### src/logic/bram_sdp.sv
/*
 * simple dual-port block RAM
 * one write port, one registered read port, payload set by type
 */
`default_nettype none
`timescale 1ns/1ps

module bram_sdp #(
    parameter int  DEPTH  = 16,
    parameter type data_t = logic [7:0]
) (
    input  wire logic                     clk_pix,
    input  wire logic                     we,
    input  wire logic [$clog2(DEPTH)-1:0] addr_write,
    input  wire data_t                    data_in,
    input  wire logic [$clog2(DEPTH)-1:0] addr_read,
    output data_t                         data_out
);

    data_t mem [DEPTH];  // contents undefined until written

    // write port
    always_ff @(posedge clk_pix) begin
        if (we) begin
            mem[addr_write] <= data_in;
        end
    end

    // read port, one cycle latency
    always_ff @(posedge clk_pix) begin
        data_out <= mem[addr_read];
    end

endmodule

`default_nettype wire

### config.mk
export PLATFORM = sky130hd
export DESIGN_NAME = bram_sdp
export DESIGN_NICKNAME = d
export VERILOG_FILES = /design/src/logic/bram_sdp.sv
export SDC_FILE = /design/constraint.sdc
export NUM_CORES = 1
export LEC_CHECK = 0
export BUFFER_PORTS_ARGS = -buffer_cell sky130_fd_sc_hd__clkbuf_2
export CAP_MARGIN = 10
export CORE_MARGIN = 3
export CORE_UTILIZATION = 55
export DETAILED_ROUTE_END_ITERATION = 10
export GPL_ROUTABILITY_DRIVEN = 1
export PLACE_DENSITY = 0.8
export SLEW_MARGIN = 20
export SYNTH_ARGS = -nofsm -noshare
export SYNTH_HDL_FRONTEND = slang
export SYNTH_SLANG_ARGS = --single-unit
export TNS_END_PERCENT = 10
### constraint.sdc
create_clock -name clk_pix -period 1.97 [get_ports clk_pix]
set_input_delay 0.2955 -clock clk_pix [delete_from_list [all_inputs] [get_ports clk_pix]]
set_output_delay 0.2955 -clock clk_pix [all_outputs]
set_load 0.005 [all_outputs]
==> results by group <==
Timing
  • Total negative slack: 0 ps
  • Relative slew slack: 0.741
  • Fin crit share: 0.703
  • Final Skew: 9.45 ps
  • Final-report hold violation count: 0
  • Final min period: 1380 ps
  • Fmax: 722 MHz
  • Pins Over Slew Limit: 0
  • Slew @ Worst Pin: 389 ps
  • # setup viols final: 0
  • RSZ-0062 raised after global routing: no

Drt
  • Via Count: 2496
  • Drt pass-1 iters: 5
  • DRC marker count from the first detailed-route iteration: 241
  • Post-DR wirelength/cell: 25.4 µm
  • DRC viols: 0
  • Drt total wl: 10.3 mm
  • Vias/cell: 6.15
  • Routed Antenna Nets: 0

Logic synthesis
  • Post-synthesis cell count: 229
  • Synth area leader: edfxtp_1
  • Avg Inst Size Synth: 22.5 µm²
  • Register area share after synthesis: 0.778
  • Yosys top cell area share: 0.747
  • Syn. warnings: 0
  • Distinct cells, synth: 19
  • #FFs+latches synth: 136
  • Main area contributors after synthesis: edfxtp_1 75%, mux4_2 7.9%, mux4_1 7.1%, dfxtp_1 3.1%, a22oi_1 2.3%
  • Cell Area, Synth: 5150 µm²
  • Syn_nets: 247

Critical path
  • CP Capture Type: flop
  • CP startpoint: mem[5][0]$_DFFE_PP_
  • Worst reg2reg path startpoint: mem[5][0]$_DFFE_PP_
  • Critical setup path kind: flop to flop
  • Worst EP required: 2350 ps
  • Crit path DAT: 1760 ps
  • Startpoint types: flop
  • Worst-path fanout max: 1

Final layout
  • Most common cell after layout, fill and taps aside: edfxtp_1
  • Highest-count cells in the layout ignoring fill and taps: 128 x edfxtp_1, 25 x clkbuf_2, 20 x buf_4, 18 x mux4_2
  • Sequential standard cell area: 4000 µm²
  • Final std cells w/o fill: 406
  • N_diodes: 0
  • Fill cell count: 524
  • Synth-to-Final Area Change: 18.3%
  • Post-layout instance area: 6090 µm²
  • Total Nets Final: 303
  • Combined area of the multi-input logic cells: 1060 µm²
  • Ratio of cells with drive above 1 in the final layout: 0.329

Power
  • Switching power: 1370 µW
  • Pwr Total: 6580 µW
  • Sw Share: 0.208
  • Comb pwr share: 0.046
  • VDD IR-drop max: 0.551 mV
  • Clock power frac: 0.458
  • Int Power: 5210 µW
  • Pwr/cell area: 1080 nW/µm²
  • Sequential power share: 0.495
  • Leak Pwr: 0.00210 µW

Clock tree
  • Htree depth: 4
  • Hold buffer count at cts: 0
  • Worst-skew pair later-pin latency: 510 ps
  • CTS tree: done
  • Reg clk slew, reported paths: 60 ps
  • Sink count of the clock tree: 136
  • Postcts setup bufs: 0
  • Num CTS Buffers: 17
  • Resized Gates After CTS: 0
  • Clock tree buffer depth: 2
  • CTS Root Buffer Type: clkbuf_8

Global routing
  • Top Usage Layer GRT: met2
  • Pin count of the biggest net entering global routing: 23
  • Met1 usage: 0.330
  • First-pass GRT wire length: 16.1 mm
  • GRT Resource Usage Total: 0.224
  • Initial antenna violation count: 0
  • Met2 Use GR: 0.343
  • Vias in the first global route: 2555
  • Met3 Resource Use GR: 0.0460
  • Gr ovfl total: 0

Place
  • Post-DP Area: 5510 µm²
  • PortBufs: 25
  • DP Wirelength: 6.21 mm
  • Gpl congestion: 0.776
  • Placed cells: 374

Floorplanning
  • Die Y-Extent: 103 µm
  • Core ar.: 8890 µm²
  • Num rows: 34
  • Top-level I/O count: 26
  • Die area: 10600 µm²
  • Starting Density: 0.579
  • Die X: 103 µm

Run
  • Max-cap violations: 0

Hold path
  • Hold Crit Start: data_in[6]
  • Min-delay worst type: primary input to flop

Status
  • Outcome: completed
## through the flow
step                       util  hold WS, ps  worst slack, ps
after floorplan               -          394              182
after global placement    0.620          652              215
after detailed placement  0.620          660              210
after CTS                 0.685          210              575
after global routing      0.685          223              546
final                     0.685          212              585
## per-layer routing
layer	wire, µm	part of all wire
met5	0	0
met4	70	0.0068
met1	4130	0.40
met2	5250	0.51
met3	855	0.083
## final cells by class
cell class,count,share of cell area
multi-input combinational,83,0.174
timing repair buffer,47,0.0518
clock buffer,18,0.0703
tap,108,0.0222
sequential,136,0.657
clock inverter,14,0.0247
## critical path: stages (launching register included)
cell and delay, ps:
edfxtp_1 350, mux4_1 560, a22oi_1 210, nand2_1 130
## final timing paths
path	endpoint	slack, ps	cells past startpoint
max	data_out[0]$_DFF_P_	590	3
min	mem[7][6]$_DFFE_PP_	210	1
max reg2reg	data_out[0]$_DFF_P_	590	3
min reg2reg	data_out[7]$_DFF_P_	680	3
## cells by family after synthesis
kind of cell | after synthesis | synth area share
DFF | 136 | 0.778
and+or+nand+nor | 35 | 0.0318
muxes | 32 | 0.150
AOI/OAI and AO/OA | 16 | 0.0233
buffers and inverters | 10 | 0.0168
## power by group through the flow
stage                     clock [µW]  combinational (µW)  sequential, µW
after global routing            3180                 334            3260
after global placement             0                 298            3310
after detailed placement           0                 308            3320
after CTS                       3050                 312            3260
final                           3010                 306            3260
after floorplan                    0                 164            3310
## sequential cells by signal, summed over array words and instances (netlist names)
register / count
mem: 128
data_out: 8
## cell usage after synthesis
library cell	instances
edfxtp_1	128
mux4_2	18
a22oi_1	16
mux4_1	14
nor2_1	13
nand2_1	9
dfxtp_1	8
nor3_1	4
buf_2	3
buf_6	3
clkdlybuf4s25_2	3
nand2b_1	2
nand3b_1	2
and2_1	1
and2b_1	1
buf_4	1
nand3_1	1
nor2b_1	1
or3b_2	1
Note: power is estimated with default switching activity, not from simulation.
