==> config.mk <==
export PLATFORM = sky130hd
export DESIGN_NAME = display_timing
export DESIGN_NICKNAME = d
export VERILOG_FILES = /design/src/logic/fb_pkg.sv /design/src/logic/display_timing.sv
export SDC_FILE = /design/constraint.sdc
export NUM_CORES = 1
export LEC_CHECK = 0
export BUFFER_PORTS_ARGS = -buffer_cell sky130_fd_sc_hd__buf_2
export CAP_MARGIN = 20
export CORE_AREA = 2 2 63 65
export DETAILED_ROUTE_END_ITERATION = 12
export DIE_AREA = 0 0 65 67
export HOLD_SLACK_MARGIN = 0.05
export PLACE_DENSITY = 0.72
export SYNTH_ARGS = -nofsm -noshare
export SYNTH_HDL_FRONTEND = slang
export SYNTH_SLANG_ARGS = --single-unit
==> constraint.sdc <==
create_clock -name clk_pix -period 2.74 [get_ports clk_pix]
set_input_delay 0.137 -clock clk_pix [delete_from_list [all_inputs] [get_ports clk_pix]]
set_output_delay 0.137 -clock clk_pix [all_outputs]
set_load 0.02 [all_outputs]
==> src/logic/fb_pkg.sv <==
/*
 * fb_clut_display shared definitions
 * display timing, framebuffer geometry, colour widths and bus structs
 */
`default_nettype none

package fb_pkg;

    // coordinates
    localparam int CORDW = 16;                 // signed coordinate width
    typedef logic signed [CORDW-1:0] coord_t;

    // 640x480 timing, pixels and lines
    localparam int H_ACTIVE = 640;
    localparam int H_FP     = 16;
    localparam int H_SYNC   = 96;
    localparam int H_BP     = 48;
    localparam int V_ACTIVE = 480;
    localparam int V_FP     = 10;
    localparam int V_SYNC   = 2;
    localparam int V_BP     = 33;

    // colour
    localparam int CHANW     = 4;              // bits per channel
    localparam int COLRW     = 3 * CHANW;
    localparam int CIDXW     = 4;              // palette index
    localparam int PAL_DEPTH = 2 ** CIDXW;     // 16 entries
    localparam int OUTW      = 8;              // output channel width
    typedef logic [CIDXW-1:0] cidx_t;
    typedef struct packed {
        logic [CHANW-1:0] r;
        logic [CHANW-1:0] g;
        logic [CHANW-1:0] b;
    } colr_t;

    // framebuffer
    localparam int FB_WIDTH  = 160;
    localparam int FB_HEIGHT = 120;
    localparam int FB_PIXELS = FB_WIDTH * FB_HEIGHT;
    localparam int FB_ADDRW  = $clog2(FB_PIXELS);  // 15 bits
    typedef logic [FB_ADDRW-1:0] fb_addr_t;

    // address, fb ram, palette ram
    localparam int SCAN_LAT = 3;

    // host register map
    localparam int REG_ADDRW = 5;
    localparam logic [REG_ADDRW-1:0] REG_BORDER = 5'd16;

    typedef struct packed {
        coord_t sx;
        coord_t sy;
        logic   hsync;      // active low
        logic   vsync;      // active low
        logic   de;
        logic   frame;      // one cycle at start of period
    } disp_t;

    typedef struct packed {
        logic     we;
        fb_addr_t addr;
        cidx_t    cidx;
    } fb_wr_t;

    typedef struct packed {
        logic                 we;
        logic [REG_ADDRW-1:0] addr;  // 0..15 palette, 16 border
        colr_t                colr;
    } reg_wr_t;

    typedef struct packed {
        disp_t            disp;
        logic [OUTW-1:0]  r;
        logic [OUTW-1:0]  g;
        logic [OUTW-1:0]  b;
    } pix_out_t;

endpackage

`default_nettype wire

==> src/logic/display_timing.sv <==
/*
 * 640x480 display timing
 * signed coordinate counters with syncs, data enable and frame strobe
 */
`default_nettype none
`timescale 1ns/1ps

module display_timing
    import fb_pkg::*;
(
    input  wire logic clk_pix,
    input  wire logic rst_n,
    output disp_t     disp
);

    // horizontal positions, blanking is negative
    localparam coord_t H_STA  = coord_t'(-(H_FP + H_SYNC + H_BP));  // -160
    localparam coord_t HS_STA = coord_t'(-(H_SYNC + H_BP));         // sync start
    localparam coord_t HS_END = coord_t'(-H_BP);                    // first after sync
    localparam coord_t HA_END = coord_t'(H_ACTIVE - 1);

    // vertical positions
    localparam coord_t V_STA  = coord_t'(-(V_FP + V_SYNC + V_BP));  // -45
    localparam coord_t VS_STA = coord_t'(-(V_SYNC + V_BP));
    localparam coord_t VS_END = coord_t'(-V_BP);
    localparam coord_t VA_END = coord_t'(V_ACTIVE - 1);

    coord_t sx;
    coord_t sy;

    always_ff @(posedge clk_pix) begin
        if (!rst_n) begin
            sx <= H_STA;  // start at top of blanking
            sy <= V_STA;
        end else if (sx == HA_END) begin  // end of line
            sx <= H_STA;
            if (sy == VA_END) begin
                sy <= V_STA;  // wrap to next frame
            end else begin
                sy <= sy + coord_t'(1);
            end
        end else begin
            sx <= sx + coord_t'(1);
        end
    end

    // everything decoded from the counters
    always_comb begin
        disp.sx    = sx;
        disp.sy    = sy;
        disp.hsync = ~(sx >= HS_STA && sx < HS_END);  // negative polarity
        disp.vsync = ~(sy >= VS_STA && sy < VS_END);
        disp.de    = (sx >= coord_t'(0) && sy >= coord_t'(0));
        disp.frame = (sx == H_STA && sy == V_STA);
    end

endmodule

`default_nettype wire

==> flow_metrics.env <==
export IMPL_status="finished, final reports clean"
export IMPL_drive_above_1_share=0.231
export IMPL_die_h_um=67
export IMPL_grt_usage=0.220
export IMPL_core_rowCount=22
export IMPL_holdWs_ns=0.178
export IMPL_vias=1641
export IMPL_netlist_area_um2=1750
export IMPL_cts_resized=0
export IMPL_peakVddDrop_v=0.000335
export IMPL_grt_max_degree=16
export IMPL_min_path_cells=2
export IMPL_path_common_cell="and4_4"
export IMPL_drtIter0Drc=85
export IMPL_clock_path_buffers=2
export IMPL_antenna_cells=0
export IMPL_fin_crit_ns=2.17
export IMPL_power_density_nw_per_um2=462
export IMPL_critPathCaptureType="primary output"
export IMPL_hold_viol_final=0
export IMPL_grt_pass1_vias=1537
export IMPL_drc_errors=0
export IMPL_cts_tree="done"
export IMPL_cp_start_kind="flop"
export IMPL_yosysWarnings=0
export IMPL_critPathMaxStageDelay_ns=0.51
export IMPL_reg2reg_depth=6
export IMPL_via_per_inst=5.49
export IMPL_critPathMaxFanout=8
export IMPL_drtAntennaViolNets=0
export IMPL_crit_slowest_cell="or4_4"
export IMPL_area_growth_pct=17.8
export IMPL_cts_root_buffer_cell="clkbuf_8"
export IMPL_cts_sinks=32
export IMPL_cts_hold_fix_buffers=0
export IMPL_path_clk_slew_ns=0.06
export IMPL_h_tree_depth=2
export IMPL_critPathArrivalTime_ns=2.04
export IMPL_core_um2=3610
export IMPL_path_class="reg -> out"
export IMPL_synth_nets=220
export IMPL_hp_class="in -> reg"
export IMPL_drv_cap=0
export IMPL_synth_cell_types=43
export IMPL_dieArea_um2=4360
export IMPL_cellLeakagePower_nw=0.842
export IMPL_setup_viol=0
export IMPL_wl_um=4240
export IMPL_cp_required_ns=2.60
export IMPL_seq_area_frac_synth=0.366
export IMPL_rsz0062_at_grt="false"
export IMPL_gp_congestion=0.927
export IMPL_skew_ns=0.00756
export IMPL_drv_slew=0
export IMPL_layout_nets=257
export IMPL_worstSkewPairLatency_ns=0.29
export IMPL_synth_seq_cells=32
export IMPL_hpwl_um=3080
export IMPL_dp_cells=291
export IMPL_nFillCells=357
export IMPL_relSlewSlack=0.599
export IMPL_gr_total_overflow=0
export IMPL_grt_pass1_wl_um=7270
export IMPL_firstDrtPassIters=4
export IMPL_timing_fmax_ghz=0.460
export IMPL_ios=38
export IMPL_tns_ns=0
export IMPL_post_cts_buffers=0
export IMPL_final_cells=299
export IMPL_synthCells=213
export IMPL_cp_cell_sequence="and4_4 > and4_4 > nand3_2 > or4_4 > buf_2"
export IMPL_avgSynthCellArea_um2=8.22
export IMPL_start_util=0.485
export IMPL_antenna_found_initial=0
export IMPL_tritoncts_num_buffers=5
export IMPL_portBuffers=37
export IMPL_wl_per_cell_um=14.2
export IMPL_dieWidth_um=65
export IMPL_tightest_slew_ns=0.596
export IMPL_fin_crit_sh=0.793
final timing paths:
check        start       to  slack [ns]
max          sy[8]  disp[2]        0.57
min          rst_n    sy[7]        0.18
max reg2reg  sy[0]   sy[14]        0.84
min reg2reg  sx[0]    sx[0]        0.50
final cells by class:
| cell class | count | area (um2) | area share |
|---|---|---|---|
| Inverter | 6 | 22.5 | 0.0109 |
| Sequential cell | 32 | 641 | 0.311 |
| Multi-Input combinational cell | 167 | 1040 | 0.504 |
| Clock buffer | 6 | 72.6 | 0.0352 |
| Tap cell | 48 | 60.1 | 0.0291 |
| Clock inverter | 2 | 35.0 | 0.0170 |
| Timing Repair Buffer | 38 | 193 | 0.0934 |
through the flow:
step                      total power [mW]  utilization  instance area, um2  setup WS, ns
after global placement               0.522        0.542                1950         0.906
after CTS                            0.959        0.572                2060         0.575
final                                0.952        0.572                2060         0.568
after detailed placement             0.522        0.542                1950         0.866
after floorplan                      0.508            -                1750         0.908
after global routing                 0.988        0.572                2060         0.493
metal layers:
layer / part of all wire / track usage / vias to the layer above / wire [um]
met5: 0 / 0 / - / 0
met4: 0.020 / 0.0984 / 0 / 84
met3: 0.053 / 0.0659 / 9 / 224
met2: 0.45 / 0.335 / 44 / 1900
met1: 0.48 / 0.284 / 757 / 2040
li1: - / - / 831 / -
cell usage in the layout, fill, tap and decap left out, types with 6 or more instances in the layout:
cell type / instances
dfxtp_1: 32
nand3_1: 19
o21ai_0: 6
and3_1: 8
xor2_1: 14
a21oi_1: 7
nor2_1: 19
buf_2: 37
nand2_1: 29
nand4_1: 10
cells by family after synthesis:
logic type	share of synthesized area
AOI/OAI and AO/OA	0.0915
xor gates and xnor gates	0.0901
adders and majority gates	0.0357
buffers and inverters	0.0407
DFF	0.366
and+or+nand+nor	0.376
worst max-delay path, delay by kind of cell, from the launching register on:
family / cells / cell delay (ns)
buffers and inverters: 1 / 0.17
DFF: 1 / 0.45
and+or+nand+nor: 4 / 1.14
registers in the layout, summed over array words and instances, names as in the netlist:
register / cells
sx: 16
sy: 16
cell usage after synthesis, drive strengths merged:
cell type   n  area share
nor2       20       0.044
o211ai      1      0.0043
nand2b      1      0.0036
a41oi       1      0.0050
nor3        4       0.011
ha          5       0.036
nand2      31       0.069
o32ai       1      0.0093
nand4      10       0.036
inv         5       0.011
dfxtp      32        0.37
a41o        1      0.0057
and4b       1      0.0057
or2         2      0.0071
buf         6       0.024
xor2       14       0.070
nor2b       1      0.0036
clkinv      1      0.0021
o32a        3       0.017
and2        3       0.011
or3         3       0.011
nor4        3       0.018
and4        7       0.038
o22ai       1      0.0036
o21ai       8       0.023
a31oi       1      0.0036
xnor2       4       0.020
a21oi       7       0.020
nor3b       2      0.0086
or4         1      0.0064
nand3      20       0.060
clkbuf      2      0.0043
nor4b       2       0.010
and3        9       0.033
where the power goes:
part,switching (mW),internal [mW]
logic,0.0257,0.0127
clock network,0.170,0.270
registers,0.00477,0.469
total,0.201,0.751
(Power assumes the default switching activity.)
