--- config.mk ---
export PLATFORM = sky130hd
export DESIGN_NAME = palette_regs
export DESIGN_NICKNAME = d
export VERILOG_FILES = /design/src/logic/fb_pkg.sv /design/src/logic/bram_sdp.sv /design/src/logic/palette_regs.sv
export SDC_FILE = /design/constraint.sdc
export NUM_CORES = 1
export LEC_CHECK = 0
export ABC_AREA = 1
export BUFFER_PORTS_ARGS = -buffer_cell sky130_fd_sc_hd__buf_2
export CAP_MARGIN = 20
export CORE_ASPECT_RATIO = 0.5
export CORE_UTILIZATION = 61
export DETAILED_ROUTE_END_ITERATION = 6
export PLACE_DENSITY = 0.8
export SYNTH_ARGS = -nofsm -noshare
export SYNTH_HDL_FRONTEND = slang
export SYNTH_SLANG_ARGS = --single-unit
--- constraint.sdc ---
create_clock -name clk_pix -period 1.85 [get_ports clk_pix]
set_input_delay 0.2775 -clock clk_pix [delete_from_list [all_inputs] [get_ports clk_pix]]
set_output_delay 0.2775 -clock clk_pix [all_outputs]
set_load 0.01 [all_outputs]
--- src/logic/fb_pkg.sv ---
/*
 * fb_clut_display shared definitions
 * display timing, framebuffer geometry, colour widths and bus structs
 */
`default_nettype none

package fb_pkg;

    // coordinates
    localparam int CORDW = 16;                 // signed coordinate width
    typedef logic signed [CORDW-1:0] coord_t;

    // 640x480 timing, pixels and lines
    localparam int H_ACTIVE = 640;
    localparam int H_FP     = 16;
    localparam int H_SYNC   = 96;
    localparam int H_BP     = 48;
    localparam int V_ACTIVE = 480;
    localparam int V_FP     = 10;
    localparam int V_SYNC   = 2;
    localparam int V_BP     = 33;

    // colour
    localparam int CHANW     = 4;              // bits per channel
    localparam int COLRW     = 3 * CHANW;
    localparam int CIDXW     = 4;              // palette index
    localparam int PAL_DEPTH = 2 ** CIDXW;     // 16 entries
    localparam int OUTW      = 8;              // output channel width
    typedef logic [CIDXW-1:0] cidx_t;
    typedef struct packed {
        logic [CHANW-1:0] r;
        logic [CHANW-1:0] g;
        logic [CHANW-1:0] b;
    } colr_t;

    // framebuffer
    localparam int FB_WIDTH  = 160;
    localparam int FB_HEIGHT = 120;
    localparam int FB_PIXELS = FB_WIDTH * FB_HEIGHT;
    localparam int FB_ADDRW  = $clog2(FB_PIXELS);  // 15 bits
    typedef logic [FB_ADDRW-1:0] fb_addr_t;

    // address, fb ram, palette ram
    localparam int SCAN_LAT = 3;

    // host register map
    localparam int REG_ADDRW = 5;
    localparam logic [REG_ADDRW-1:0] REG_BORDER = 5'd16;

    typedef struct packed {
        coord_t sx;
        coord_t sy;
        logic   hsync;      // active low
        logic   vsync;      // active low
        logic   de;
        logic   frame;      // one cycle at start of period
    } disp_t;

    typedef struct packed {
        logic     we;
        fb_addr_t addr;
        cidx_t    cidx;
    } fb_wr_t;

    typedef struct packed {
        logic                 we;
        logic [REG_ADDRW-1:0] addr;  // 0..15 palette, 16 border
        colr_t                colr;
    } reg_wr_t;

    typedef struct packed {
        disp_t            disp;
        logic [OUTW-1:0]  r;
        logic [OUTW-1:0]  g;
        logic [OUTW-1:0]  b;
    } pix_out_t;

endpackage

`default_nettype wire

--- src/logic/bram_sdp.sv ---
/*
 * simple dual-port block RAM
 * one write port, one registered read port, payload set by type
 */
`default_nettype none
`timescale 1ns/1ps

module bram_sdp #(
    parameter int  DEPTH  = 16,
    parameter type data_t = logic [7:0]
) (
    input  wire logic                     clk_pix,
    input  wire logic                     we,
    input  wire logic [$clog2(DEPTH)-1:0] addr_write,
    input  wire data_t                    data_in,
    input  wire logic [$clog2(DEPTH)-1:0] addr_read,
    output data_t                         data_out
);

    data_t mem [DEPTH];  // contents undefined until written

    // write port
    always_ff @(posedge clk_pix) begin
        if (we) begin
            mem[addr_write] <= data_in;
        end
    end

    // read port, one cycle latency
    always_ff @(posedge clk_pix) begin
        data_out <= mem[addr_read];
    end

endmodule

`default_nettype wire

--- src/logic/palette_regs.sv ---
/*
 * host register block
 * 16-entry palette RAM with lookup port, plus border colour register
 */
`default_nettype none
`timescale 1ns/1ps

module palette_regs
    import fb_pkg::*;
(
    input  wire logic    clk_pix,
    input  wire logic    rst_n,
    input  wire reg_wr_t reg_wr,
    input  wire cidx_t   cidx,     // lookup index from scanout
    output colr_t        colr,     // looked-up colour, next cycle
    output colr_t        border
);

    logic pal_we;
    logic border_we;

    // decode, addresses above 16 fall through
    always_comb begin
        pal_we    = reg_wr.we && !reg_wr.addr[REG_ADDRW-1];  // 0..15
        border_we = reg_wr.we && (reg_wr.addr == REG_BORDER);
    end

    bram_sdp #(
        .DEPTH  (PAL_DEPTH),
        .data_t (colr_t)
    ) palette_ram (
        .clk_pix    (clk_pix),
        .we         (pal_we),
        .addr_write (reg_wr.addr[CIDXW-1:0]),
        .data_in    (reg_wr.colr),
        .addr_read  (cidx),
        .data_out   (colr)
    );

    // border colour level
    always_ff @(posedge clk_pix) begin
        if (!rst_n) begin
            border <= '0;  // black
        end else if (border_we) begin
            border <= reg_wr.colr;
        end
    end

endmodule

`default_nettype wire

==> impl_metrics.csv <==
group,metric,value,unit
status,outcome,"complete, no violations",
setup_path,worstSetupEndpointType,"primary output",
timing,fin_skew,0.0110,ns
pwr,p_comb_share,6.2,%
global_routing,grt_pass1_vias,5927,
pwr,power_frac_clock,40.2,%
drt,drc,0,
pwr,ir_worst_vdd,0.710,mV
timing,fin_ws,0.473,ns
floorplan,core_area,0.0145,sq mm
worst_hold_path,hold_path_end,"border[4]$_SDFFE_PN0P_",
global_routing,overflow,0,
drt,viasPerCell,5.51,
floorplan,die_y,88.2,um
floorplan,die_x,174,um
synth,ys_seq_area_share,68.9,%
finish,antenna-diode-count,0,
timing,tns,0,ns
placement,gp_congestion,0.841,
timing,setup_viol,0,
cts,clk_latency,0.49,ns
worst_hold_path,hp-start,"rst_n",
timing,rsz0062_at_grt,"no",
setup_path,cp_num_buf_inv,1,
pwr,power_per_cell_area,983,mW/mm^2
synth,synth_area,0.00906,sq mm
cts,post-cts-setup-buffer-count,0,
global_routing,antenna_found_initial,0,
cts,tritoncts,"done",
synth,synthDominantCellAreaShare,63.6,%
pwr,swShare,21.9,%
setup_path,r2r_start,"palette_ram.mem[5][11]$_DFFE_PP_",
setup_path,reg2reg_to,"palette_ram.data_out[11]$_DFF_P_",
finish,drive_gt1_share,12.0,%
synth,synth_xor_xnor_area_share,0,%
timing,fmax,726,MHz
cts,clock_sinks,216,
setup_path,r2r_cells,6,
synth,synth_adder_area_share,0,%
flow_run,drv_cap,0,
global_routing,grt_start_max_net_pins,81,
cts,ctsRootBufferMaster,"clkbuf_16",
cts,holdBufCountCts,0,
cts,htree_levels,1,
synth,yosys_warnings,0,
floorplan,row_count,31,
cts,cts_buffers,19,
drt,totalWireLength,21700,um
floorplan,start_util,62.6,%
global_routing,grt_pass1_wl,32700,um
synth,postSynthAreaPerCell,10.1,sq um
synth,syn_nets,917,
synth,synth_area_leaders,"edfxtp_1, nand2_1, nand3_1",
drt,vias,6436,
cts,cts_resized,0,
setup_path,regToRegSetupSlack,0.75,ns
synth,synthCells,893,
drt,dr.pass1.iters,7,
synth,synth_top_cell_by_area,"edfxtp_1",
finish,area_growth,13.4,%
timing,period_share,74.4,%
timing,whs,0.113,ns
setup_path,crit_family,"flip-flops",
timing,worst_slew_pin_slew,0.623,ns
synth,synth.mux.area_fraction,0,%
synth,synthDistinctLibCells,14,
setup_path,worstPathCellList,"buf_2",
synth,synth_compound_area_share,0,%
setup_path,crit_fanout,1,
pwr,p_sw,2.21,mW
setup_path,startpoint_type,"flop",
floorplan,dieArea,0.0154,sq mm
worst_hold_path,hold_path_class,"in -> reg",
pwr,internal_power,7.89,mW
setup_path,cp_slowest_cell,"dfxtp_1",
timing,final-hold-violation-count,0,
global_routing,grt_use_total,28.7,%
pwr,p_total,10.1,mW
floorplan,ios,48,
finish,utilization,71.0,%
timing,slew_violations,0,
drt,final_antenna_net_count,0,
synth,synth_top_family_by_area,"simple AND/OR/NAND/NOR gates",
pwr,p_leak,4.61,nW
pwr,p_seq_share,53.6,%
timing,relSlewSlack,58.4,%
cts,clk_pin_slew,0.07,ns
placement,dp_slack,0.342,ns
drt,drt-wirelength-per-cell,18.6,um
cts,clockBufferDepth,3,
setup_path,cp_data_arrival_time,1.10,ns
synth,ys_ff_latch,216,
placement,dp_hpwl,13300,um
setup_path,worst-setup-path-type,"reg -> out",
finish,fin_nets,982,
placement,io_buffers,47,
setup_path,critical_path.max_stage_delay,0.44,ns
setup_path,required,1.57,ns
synth,yosys.area_share.simple,21.7,%
drt,drt-initial-drc-count,1047,
timing,layout_min_cycle_time,1.38,ns
worst_hold_path,holdPathStages,3,
[routing by layer]
metal	routed length (um)	vias to the layer above	track usage, %
met5	0	-	0
met4	590	0	9.57
met3	2430	64	6.12
met2	9830	384	44.5
met1	8850	3023	40.9
li1	-	2965	-
[registers in the layout, summed over array words and instances (netlist names)]
name,flops
palette_ram.mem,192
border,12
palette_ram.data_out,12
[cell families after synthesis]
family                 Yosys count
flip-flops                     216
buffers and inverters          205
AND/OR/NAND/NOR                472
[final cells by class]
type	instances	area, sq um
inverters	164	616
multi-input cells	472	1970
clock buffers	24	568
repair buffers	85	558
well taps	198	248
flip-flops and latches	216	6250
fillers	973	4190
clock inverters	10	72.6
[how the worst max path moves through the flow]
stage                                               start                               end  slack (ns)  depth (start not counted)
after global placement                         reg_wr[17]  palette_ram.mem[2][11]$_DFFE_PP_        0.36                          6
after global routing      palette_ram.data_out[4]$_DFF_P_                           colr[4]        0.43                          1
after detailed placement                          cidx[0]   palette_ram.data_out[5]$_DFF_P_        0.34                          9
after floorplan                                reg_wr[17]  palette_ram.mem[12][0]$_DFFE_PP_        0.30                          4
after CTS                 palette_ram.data_out[4]$_DFF_P_                           colr[4]        0.49                          1
final                     palette_ram.data_out[3]$_DFF_P_                           colr[3]        0.47                          1
[layout by cell type, fill, tap and decap left out, types with 5 or more instances in the layout]
master	count
nor2_1	44
buf_4	35
clkbuf_16	22
inv_1	162
buf_2	47
nand3_1	146
clkinv_1	5
edfxtp_1	192
dfxtp_1	24
nand2_1	280
[synth_stat cells]
master,n
nand3_1,146
buf_1,5
nand2_1,280
buf_2,24
edfxtp_1,192
or2_2,1
buf_6,6
nand4_2,1
inv_1,162
dfxtp_1,24
inv_2,2
clkbuf_1,5
nor2_1,44
buf_4,1
[power by group through the flow]
stage	combinational, mW	sequential, mW	clock [mW]
global route	0.683	5.42	4.25
finish	0.628	5.41	4.05
detailed placement	0.612	5.52	0
global placement	0.595	5.52	0
floorplan	0.334	5.53	0
CTS	0.621	5.41	4.08
[metrics by stage]
step,area (sq um),std cells
after floorplan,9060,893
after global placement,9630,1135
after detailed placement,9630,1135
after CTS,10300,1169
after global routing,10300,1169
final,10300,1169
[worst min-delay path, delay by kind of cell]
kind / cells / cell delay [ns]
buf+inv: 1 / 0.17
simple gates: 2 / 0.11
Note: power is estimated with default switching activity, not from simulation.
