==> config.mk <==
export PLATFORM = sky130hd
export DESIGN_NAME = fb_scanout
export DESIGN_NICKNAME = d
export VERILOG_FILES = /design/src/logic/fb_pkg.sv /design/src/logic/fb_scanout.sv
export SDC_FILE = /design/constraint.sdc
export NUM_CORES = 1
export LEC_CHECK = 0
export ABC_AREA = 0
export BUFFER_PORTS_ARGS = -buffer_cell sky130_fd_sc_hd__buf_2
export CAP_MARGIN = 20
export CORE_UTILIZATION = 43
export DETAILED_ROUTE_END_ITERATION = 8
export HOLD_SLACK_MARGIN = 0.05
export PLACE_DENSITY = 0.83
export SLEW_MARGIN = 40
export SYNTH_ARGS = -nofsm -noshare
export SYNTH_HDL_FRONTEND = slang
export SYNTH_SLANG_ARGS = --single-unit
==> constraint.sdc <==
create_clock -name clk_pix -period 1.93 [get_ports clk_pix]
set_input_delay 0.386 -clock clk_pix [delete_from_list [all_inputs] [get_ports clk_pix]]
set_output_delay 0.386 -clock clk_pix [all_outputs]
set_load 0.02 [all_outputs]
==> src/logic/fb_pkg.sv <==
/*
 * fb_clut_display shared definitions
 * display timing, framebuffer geometry, colour widths and bus structs
 */
`default_nettype none

package fb_pkg;

    // coordinates
    localparam int CORDW = 16;                 // signed coordinate width
    typedef logic signed [CORDW-1:0] coord_t;

    // 640x480 timing, pixels and lines
    localparam int H_ACTIVE = 640;
    localparam int H_FP     = 16;
    localparam int H_SYNC   = 96;
    localparam int H_BP     = 48;
    localparam int V_ACTIVE = 480;
    localparam int V_FP     = 10;
    localparam int V_SYNC   = 2;
    localparam int V_BP     = 33;

    // colour
    localparam int CHANW     = 4;              // bits per channel
    localparam int COLRW     = 3 * CHANW;
    localparam int CIDXW     = 4;              // palette index
    localparam int PAL_DEPTH = 2 ** CIDXW;     // 16 entries
    localparam int OUTW      = 8;              // output channel width
    typedef logic [CIDXW-1:0] cidx_t;
    typedef struct packed {
        logic [CHANW-1:0] r;
        logic [CHANW-1:0] g;
        logic [CHANW-1:0] b;
    } colr_t;

    // framebuffer
    localparam int FB_WIDTH  = 160;
    localparam int FB_HEIGHT = 120;
    localparam int FB_PIXELS = FB_WIDTH * FB_HEIGHT;
    localparam int FB_ADDRW  = $clog2(FB_PIXELS);  // 15 bits
    typedef logic [FB_ADDRW-1:0] fb_addr_t;

    // address, fb ram, palette ram
    localparam int SCAN_LAT = 3;

    // host register map
    localparam int REG_ADDRW = 5;
    localparam logic [REG_ADDRW-1:0] REG_BORDER = 5'd16;

    typedef struct packed {
        coord_t sx;
        coord_t sy;
        logic   hsync;      // active low
        logic   vsync;      // active low
        logic   de;
        logic   frame;      // one cycle at start of period
    } disp_t;

    typedef struct packed {
        logic     we;
        fb_addr_t addr;
        cidx_t    cidx;
    } fb_wr_t;

    typedef struct packed {
        logic                 we;
        logic [REG_ADDRW-1:0] addr;  // 0..15 palette, 16 border
        colr_t                colr;
    } reg_wr_t;

    typedef struct packed {
        disp_t            disp;
        logic [OUTW-1:0]  r;
        logic [OUTW-1:0]  g;
        logic [OUTW-1:0]  b;
    } pix_out_t;

endpackage

`default_nettype wire

==> src/logic/fb_scanout.sv <==
/*
 * framebuffer scanout
 * read-ahead address generation and registered colour output with border
 */
`default_nettype none
`timescale 1ns/1ps

module fb_scanout
    import fb_pkg::*;
(
    input  wire logic  clk_pix,
    input  wire logic  rst_n,
    input  wire disp_t disp,
    output fb_addr_t   fb_addr,
    input  wire colr_t colr,       // palette colour for current position
    input  wire colr_t border,
    output pix_out_t   pix_out
);

    // read window starts SCAN_LAT pixels before the painted area
    localparam coord_t RD_X_STA = coord_t'(-SCAN_LAT);
    localparam coord_t RD_X_END = coord_t'(FB_WIDTH - SCAN_LAT);
    localparam coord_t FB_X_END = coord_t'(FB_WIDTH);
    localparam coord_t FB_Y_END = coord_t'(FB_HEIGHT);

    logic  read_fb;     // address stage active
    logic  paint_area;  // current pixel inside framebuffer
    colr_t pix_colr;

    always_ff @(posedge clk_pix) begin
        if (!rst_n) begin
            read_fb <= 1'b0;
            fb_addr <= '0;
        end else begin
            read_fb <= (disp.sy >= coord_t'(0) && disp.sy < FB_Y_END &&
                        disp.sx >= RD_X_STA && disp.sx < RD_X_END);
            if (disp.frame) begin
                fb_addr <= '0;  // back to first pixel each frame
            end else if (read_fb) begin
                fb_addr <= fb_addr + fb_addr_t'(1);
            end
        end
    end

    // pick the colour for this position
    always_comb begin
        paint_area = (disp.sy >= coord_t'(0) && disp.sy < FB_Y_END &&
                      disp.sx >= coord_t'(0) && disp.sx < FB_X_END);
        if (!disp.de) begin
            pix_colr = '0;  // blanking
        end else if (paint_area) begin
            pix_colr = colr;
        end else begin
            pix_colr = border;
        end
    end

    // output register, channels widened by repetition
    always_ff @(posedge clk_pix) begin
        if (!rst_n) begin
            pix_out            <= '0;
            pix_out.disp.hsync <= 1'b1;  // syncs idle high
            pix_out.disp.vsync <= 1'b1;
        end else begin
            pix_out.disp <= disp;
            pix_out.r    <= {(OUTW/CHANW){pix_colr.r}};
            pix_out.g    <= {(OUTW/CHANW){pix_colr.g}};
            pix_out.b    <= {(OUTW/CHANW){pix_colr.b}};
        end
    end

endmodule

`default_nettype wire

==> run metrics, run 1 <==
layout cell share with drive strength beyond 1=0.438; critical path class=reg -> reg; final cycle utilization of the critical path=0.790; largest family of logic cells by synthesized area=simple AND/OR/NAND/NOR gates; Worst-path clk slew=0.07 ns; CTS Hold Bufs=0; syn_nets=298; CTS sink cnt=64; number of global-route vias before repair=1813; Max-Cap Viols=0; mean routed wirelength per cell=12.8 um; DR iter-0 viols=62; Synth Flop Type=dfxtp_1; die area=5750 um2; outcome=completed; RePlAce Congestion=0.700; GRT Max-Usage Layer=met2; Syn Area/Cell=9.97 um2; Final min period=1.52 ns; Placeable Area=5170 um2; IO buf count=136; number of synthesized register bits=64; adder-cell share of the synthesized area=0.00534; Leakage=1.52 nW; Pwr Density=879 nW/um2; Compound-Gate Fraction of Synth Area=0.0828; ANT nets after route=0; CTS tree=yes; Initial Utilization=0.453; total number of vias=2122; Post-CTS Resized=0; total gr overflow=0; worst slew pin tran=0.450 ns; commonest non-fill, non-tap cell in the layout=buf_2; H-tree levels=3; RSZ-0062 raised after global routing=false; DP HPWL=4190 um; IO Pins=137; Final Max Slew Viols=0; Final setup viols=0; row cnt=26; CP max stage cell=dfxtp_1; Yosys cell types=31; nets=426; Ys Warns=0; critical path startpoint category=flop; Die Ht=75.8 um; # fillers=463; Area growth syn-to-layout=36.8%; f_max=656 MHz; Synth Instances=235; slowest stage delay, CP=0.38 ns; Simple-Gate Fraction of Synth Area=0.255; Horiz. Die Dim=75.8 um; Placed Instances=422; Worst Hold Class=in -> reg; Antenna diodes=0; maximum buffer depth of the clock tree=2; Total Routing Usage GR=0.202; CP arrival=1.78 ns; crit path cell chain=ha_1 -> and4_1 -> nand2_1 -> or3_1 -> a21oi_1; Skew-Pair Late Insertion Delay=0.33 ns; Crit Path Max Fanout=6; met1 usage=0.243; CP required=2.19 ns; hold violation count in the final report=0; DRT Pass-1 Iters=4; most frequent cells in the layout=136 x buf_2, 64 x dfxtp_1, 34 x and2_1; WP buf/inv=0; post-synthesis sequential area ratio=0.547; largest net degree at the start of global routing=38; Final Util=0.619; mux contribution to synthesized area=0.00427; Post-Syn Area=2340 um2; GR Layer Usage met2=0.333; vias per cell=4.84; Crit. End Element=flop; maximum vdd ir drop=577 uV; initial antenna violation count=0; postcts setup bufs=0; FFs w/ async S/R, synth=0; Worst Skew=0.00429 ns; CTS buffer count=9; DRC errors left=0; final std cells w/o fill=438; met3 Track Usage GR=0.0648; XOR/XNOR share of the synthesized area=0.0411; setup tns final=0 ns; total routed wirelength=5610 um; Post-synth EDFFs=0; Top Family by Delay on Critical Path=simple AND/OR/NAND/NOR gates; root buf cell=clkbuf_8; relative slew slack=0.700; first-pass GRT wire length=8490 um
[where the power goes]
part	switching, mW	internal, mW	total (mW)
clock network	0.494	0.662	1.16
logic	0.158	0.117	0.275
registers	0.0142	1.37	1.38
total	0.667	2.15	2.82
[final timing paths]
check / from / end / slack [ns] / cells after the start
min: disp[2] / pix_out[26]$_SDFF_PN1_ / 0.24 / 2
max reg2reg: fb_addr[0]$_SDFFE_PP0P_ / fb_addr[14]$_SDFFE_PP0P_ / 0.41 / 5
min reg2reg: fb_addr[14]$_SDFFE_PP0P_ / fb_addr[14]$_SDFFE_PP0P_ / 0.50 / 2
max: fb_addr[0]$_SDFFE_PP0P_ / fb_addr[14]$_SDFFE_PP0P_ / 0.41 / 5
[sequential cells by signal, summed over array words and instances, names as in the netlist]
register  count
pix_out      48
fb_addr      15
read_fb       1
[metal layers]
metal,share of wire,up-vias
met4,0.011,0
met2,0.48,101
met1,0.44,969
met3,0.072,6
li1,-,1046
met5,0,-
[worst reg2reg max path, delay by kind of cell, from the launching register on]
kind / cells / cell delay [ns]
AOI/OAI and AO/OA: 1 / 0.14
DFF: 1 / 0.38
and+or+nand+nor: 3 / 0.75
adders and majority gates: 1 / 0.19
[kinds of logic (layout without fill, tap and decap cells)]
family,after synthesis,after routing
AO/OA/AOI/OAI,32,32
multiplexers,1,1
XOR/XNOR,11,11
adder cells (fa/ha/maj),1,1
flip-flops,64,64
AND/OR/NAND/NOR,102,102
buffers and inverters,24,157
[area by class of cell]
type,count,area (um2),area share
flip-flops and latches,64,1280,0.400
multi-input cells,147,911,0.284
well taps,70,87.6,0.0273
repair buffers,141,718,0.224
clock buffers,11,151,0.0472
clock inverters,5,55.1,0.0172
[cells in the mapped netlist, types with 2 or more instances]
library cell,number,area share
nand3_1,19,0.041
or3_1,2,0.0053
or4_1,2,0.0064
and4_1,5,0.019
nor2_1,14,0.022
a21oi_1,3,0.0064
nand2_1,5,0.0080
nor4_1,2,0.0053
buf_4,16,0.051
nand2b_1,3,0.0080
xor2_1,8,0.030
and2_1,34,0.091
a21boi_0,2,0.0064
o21ai_0,15,0.032
and3_1,2,0.0053
clkbuf_1,8,0.013
dfxtp_1,64,0.55
nand4_1,7,0.019
a21boi_1,10,0.032
xnor2_1,3,0.011
[stage by stage]
stage / setup slack, ns / cell area [um2] / hold WS [ns] / power, mW
floorplan: 0.411 / 2340 / 0.487 / 1.56
global placement: 0.272 / 3000 / 0.479 / 1.69
detailed placement: 0.206 / 3000 / 0.495 / 1.69
CTS: 0.401 / 3200 / 0.225 / 2.84
global route: 0.277 / 3200 / 0.215 / 2.95
finish: 0.406 / 3200 / 0.239 / 2.82
Power figures use the tool's default switching activity.
==> run 2: changes to the inputs <==
- ABC_AREA: 0 -> 1
- CORE_UTILIZATION: 43 -> 44
- clock period: 1.93 -> 1.5 ns (I/O delays scaled with it)
==> run metrics, run 2 <==
Post-Syn Area=2530 um2 (+8.1%); setup tns final=0 ns (unchanged); CTS tree=yes; largest net degree at the start of global routing=24 (-37%); RePlAce Congestion=0.878 (+25%); Compound-Gate Fraction of Synth Area=0.0445 (-0.0383); relative slew slack=0.747 (+0.0473); total routed wirelength=5880 um (+4.9%); IO buf count=136 (unchanged); largest family of logic cells by synthesized area=simple AND/OR/NAND/NOR gates; Crit. End Element=flop; outcome=completed; Ys Warns=0 (unchanged); Pwr Density=1100 nW/um2 (+25%); CP arrival=1.65 ns (-0.13 ns); vias per cell=4.46 (-7.8%); hold violation count in the final report=0 (unchanged); most frequent cells in the layout=136 x buf_2, 92 x nand2_1, 66 x inv_1; Horiz. Die Dim=77.8 um (+2.7%); Synth Instances=343 (+46%); Final Max Slew Viols=0 (unchanged); Yosys cell types=26 (-16%); post-synthesis sequential area ratio=0.506 (-0.0408); Final Util=0.619 (about the same); Total Routing Usage GR=0.206 (+0.00338); nets=537 (+26%); Leakage=2.00 nW (+31%); first-pass GRT wire length=9670 um (+14%); Die Ht=77.8 um (+2.7%); Post-CTS Resized=0 (unchanged); Antenna diodes=0 (unchanged); Regs by FF count=pix_out x48, fb_addr x15, read_fb x1; row cnt=27 (+3.8%); # fillers=481 (+3.9%); Worst-path clk slew=0.07 ns (about the same); Final Worst Setup Slack=0.0680 ns (-0.338 ns); Skew-Pair Late Insertion Delay=0.33 ns (about the same); CTS buffer count=9 (unchanged); ANT nets after route=0 (unchanged); CP required=1.71 ns (-0.48 ns); hold path depth=3 (+1); final design area excluding fillers=3430 um2 (+7.0%); Largest Register=pix_out; layout cell share with drive strength beyond 1=0.353 (-0.0847); max reg flops=48 (unchanged); Syn Area/Cell=7.38 um2 (-26%); area leader, netlist=dfxtp_1; R2R cell count=5 (unchanged); total gr overflow=0 (unchanged); postcts setup bufs=0 (unchanged); initial antenna violation count=0 (unchanged); Initial Utilization=0.457 (+0.00404); Synth Flop Type=dfxtp_1; CTS sink cnt=64 (unchanged); Final setup viols=0 (unchanged); FFs w/ async S/R, synth=0 (unchanged); total number of vias=2460 (+16%); dpl cell area=3210 um2 (+7.0%); DRC errors left=0 (unchanged); Final min period=1.43 ns (-0.0924 ns); commonest non-fill, non-tap cell in the layout=buf_2; Synth top area share=0.506 (-0.0408); final cycle utilization of the critical path=0.955 (+0.165); critical path startpoint category=flop; number of synthesized register bits=64 (unchanged); syn_nets=406 (+36%); maximum buffer depth of the clock tree=2 (unchanged); H-tree levels=3 (unchanged); die area=6060 um2 (+5.5%); Worst Skew=0.00714 ns (+0.00285 ns); mux contribution to synthesized area=0 (-0.00427); worst slew pin tran=0.379 ns (-0.0714 ns); critical path class=reg -> reg; number of global-route vias before repair=2352 (+30%); maximum vdd ir drop=777 uV (+35%); cell with the most instances after synthesis=nand2_1; Area growth syn-to-layout=35.5%; mean routed wirelength per cell=10.7 um (-17%); IO Pins=137 (unchanged); Worst Hold Class=in -> reg; XOR/XNOR share of the synthesized area=0.00692 (-0.0342); worst hold slack=0.146 ns (-0.0929 ns); Crit Path Max Fanout=6 (unchanged); DP Worst Slack=0.0793 ns (-0.127 ns); Post-synth EDFFs=0 (unchanged); DR iter-0 viols=66 (+6.5%); DRT Pass-1 Iters=4 (unchanged); f_max=698 MHz (+6.4%); DP HPWL=4610 um (+10%); top cells by count, synth=92 x nand2_1, 66 x inv_1, 64 x dfxtp_1, 52 x nor2_1, 13 x buf_4; Simple-Gate Fraction of Synth Area=0.282 (+0.0264); Placeable Area=5540 um2 (+7.1%); adder-cell share of the synthesized area=0.00494 (-0.000399); Max-Cap Viols=0 (unchanged); top area cells in the synthesized netlist=dfxtp_1 51%, nand2_1 14%, inv_1 9.8%; CTS Hold Bufs=0 (unchanged); root buf cell=clkbuf_8
-- run 2: cell count changes after synthesis, sizes merged, moves of 8 or more --
cell / before / now
nand3: 20 / 6
inv: 0 / 66
and2: 35 / 0
o21ai: 16 / 8
a21boi: 12 / 0
nand2: 5 / 92
nor2: 14 / 56
-- run 2: per-layer routing --
layer / track usage / vias up / share of wire
met5: 0 / - / 0
met4: 0.115 / 0 / 0.022
met3: 0.0671 / 11 / 0.084
met2: 0.361 / 97 / 0.51
met1: 0.215 / 1091 / 0.39
li1: - / 1261 / -
-- run 2: final cells by class --
| type | count | area (um2) | area share |
|---|---|---|---|
| Tap cell | 72 | 90.1 | 0.0263 |
| Clock inverter | 3 | 65.1 | 0.0190 |
| Inverter | 66 | 248 | 0.0722 |
| Timing Repair Buffer | 141 | 731 | 0.213 |
| Clock buffer | 13 | 149 | 0.0434 |
| Sequential cell | 64 | 1280 | 0.374 |
| Multi-Input combinational cell | 192 | 863 | 0.252 |
-- run 2: power breakdown --
group / internal, mW / leakage (nW) / switching [mW] / total (mW)
clock network: 0.981 / 0.108 / 0.619 / 1.60
registers: 1.76 / 0.529 / 0.0166 / 1.78
logic: 0.152 / 1.36 / 0.242 / 0.394
-- run 2: cell families (layout without fill, tap and decap cells) --
logic type | after synthesis | count (layout)
simple gates | 169 | 169
buf+inv | 87 | 223
flops | 64 | 64
compound gates | 20 | 20
xor+xnor | 2 | 2
fa+ha+maj | 1 | 1
-- run 2: final timing paths --
kind | start | end | slack, ns
hold / removal | disp[5] | pix_out[29]$_SDFF_PN0_ | 0.15
setup / recovery | fb_addr[1]$_SDFFE_PP0P_ | fb_addr[6]$_SDFFE_PP0P_ | 0.07
hold reg to reg | fb_addr[14]$_SDFFE_PP0P_ | fb_addr[14]$_SDFFE_PP0P_ | 0.50
setup reg to reg | fb_addr[1]$_SDFFE_PP0P_ | fb_addr[6]$_SDFFE_PP0P_ | 0.07
-- run 2: critical path: stages, from the launching register on --
cell and delay (ns):
dfxtp_2 0.38, ha_2 0.22, nand4_2 0.17, or2_2 0.33, o21ai_0 0.17, a21oi_1 0.05
-- run 2: stage by stage --
stage,power [mW],cells
finish,3.77,551
global route,3.92,551
CTS,3.80,551
detailed placement,2.21,535
global placement,2.20,535
floorplan,2.04,343
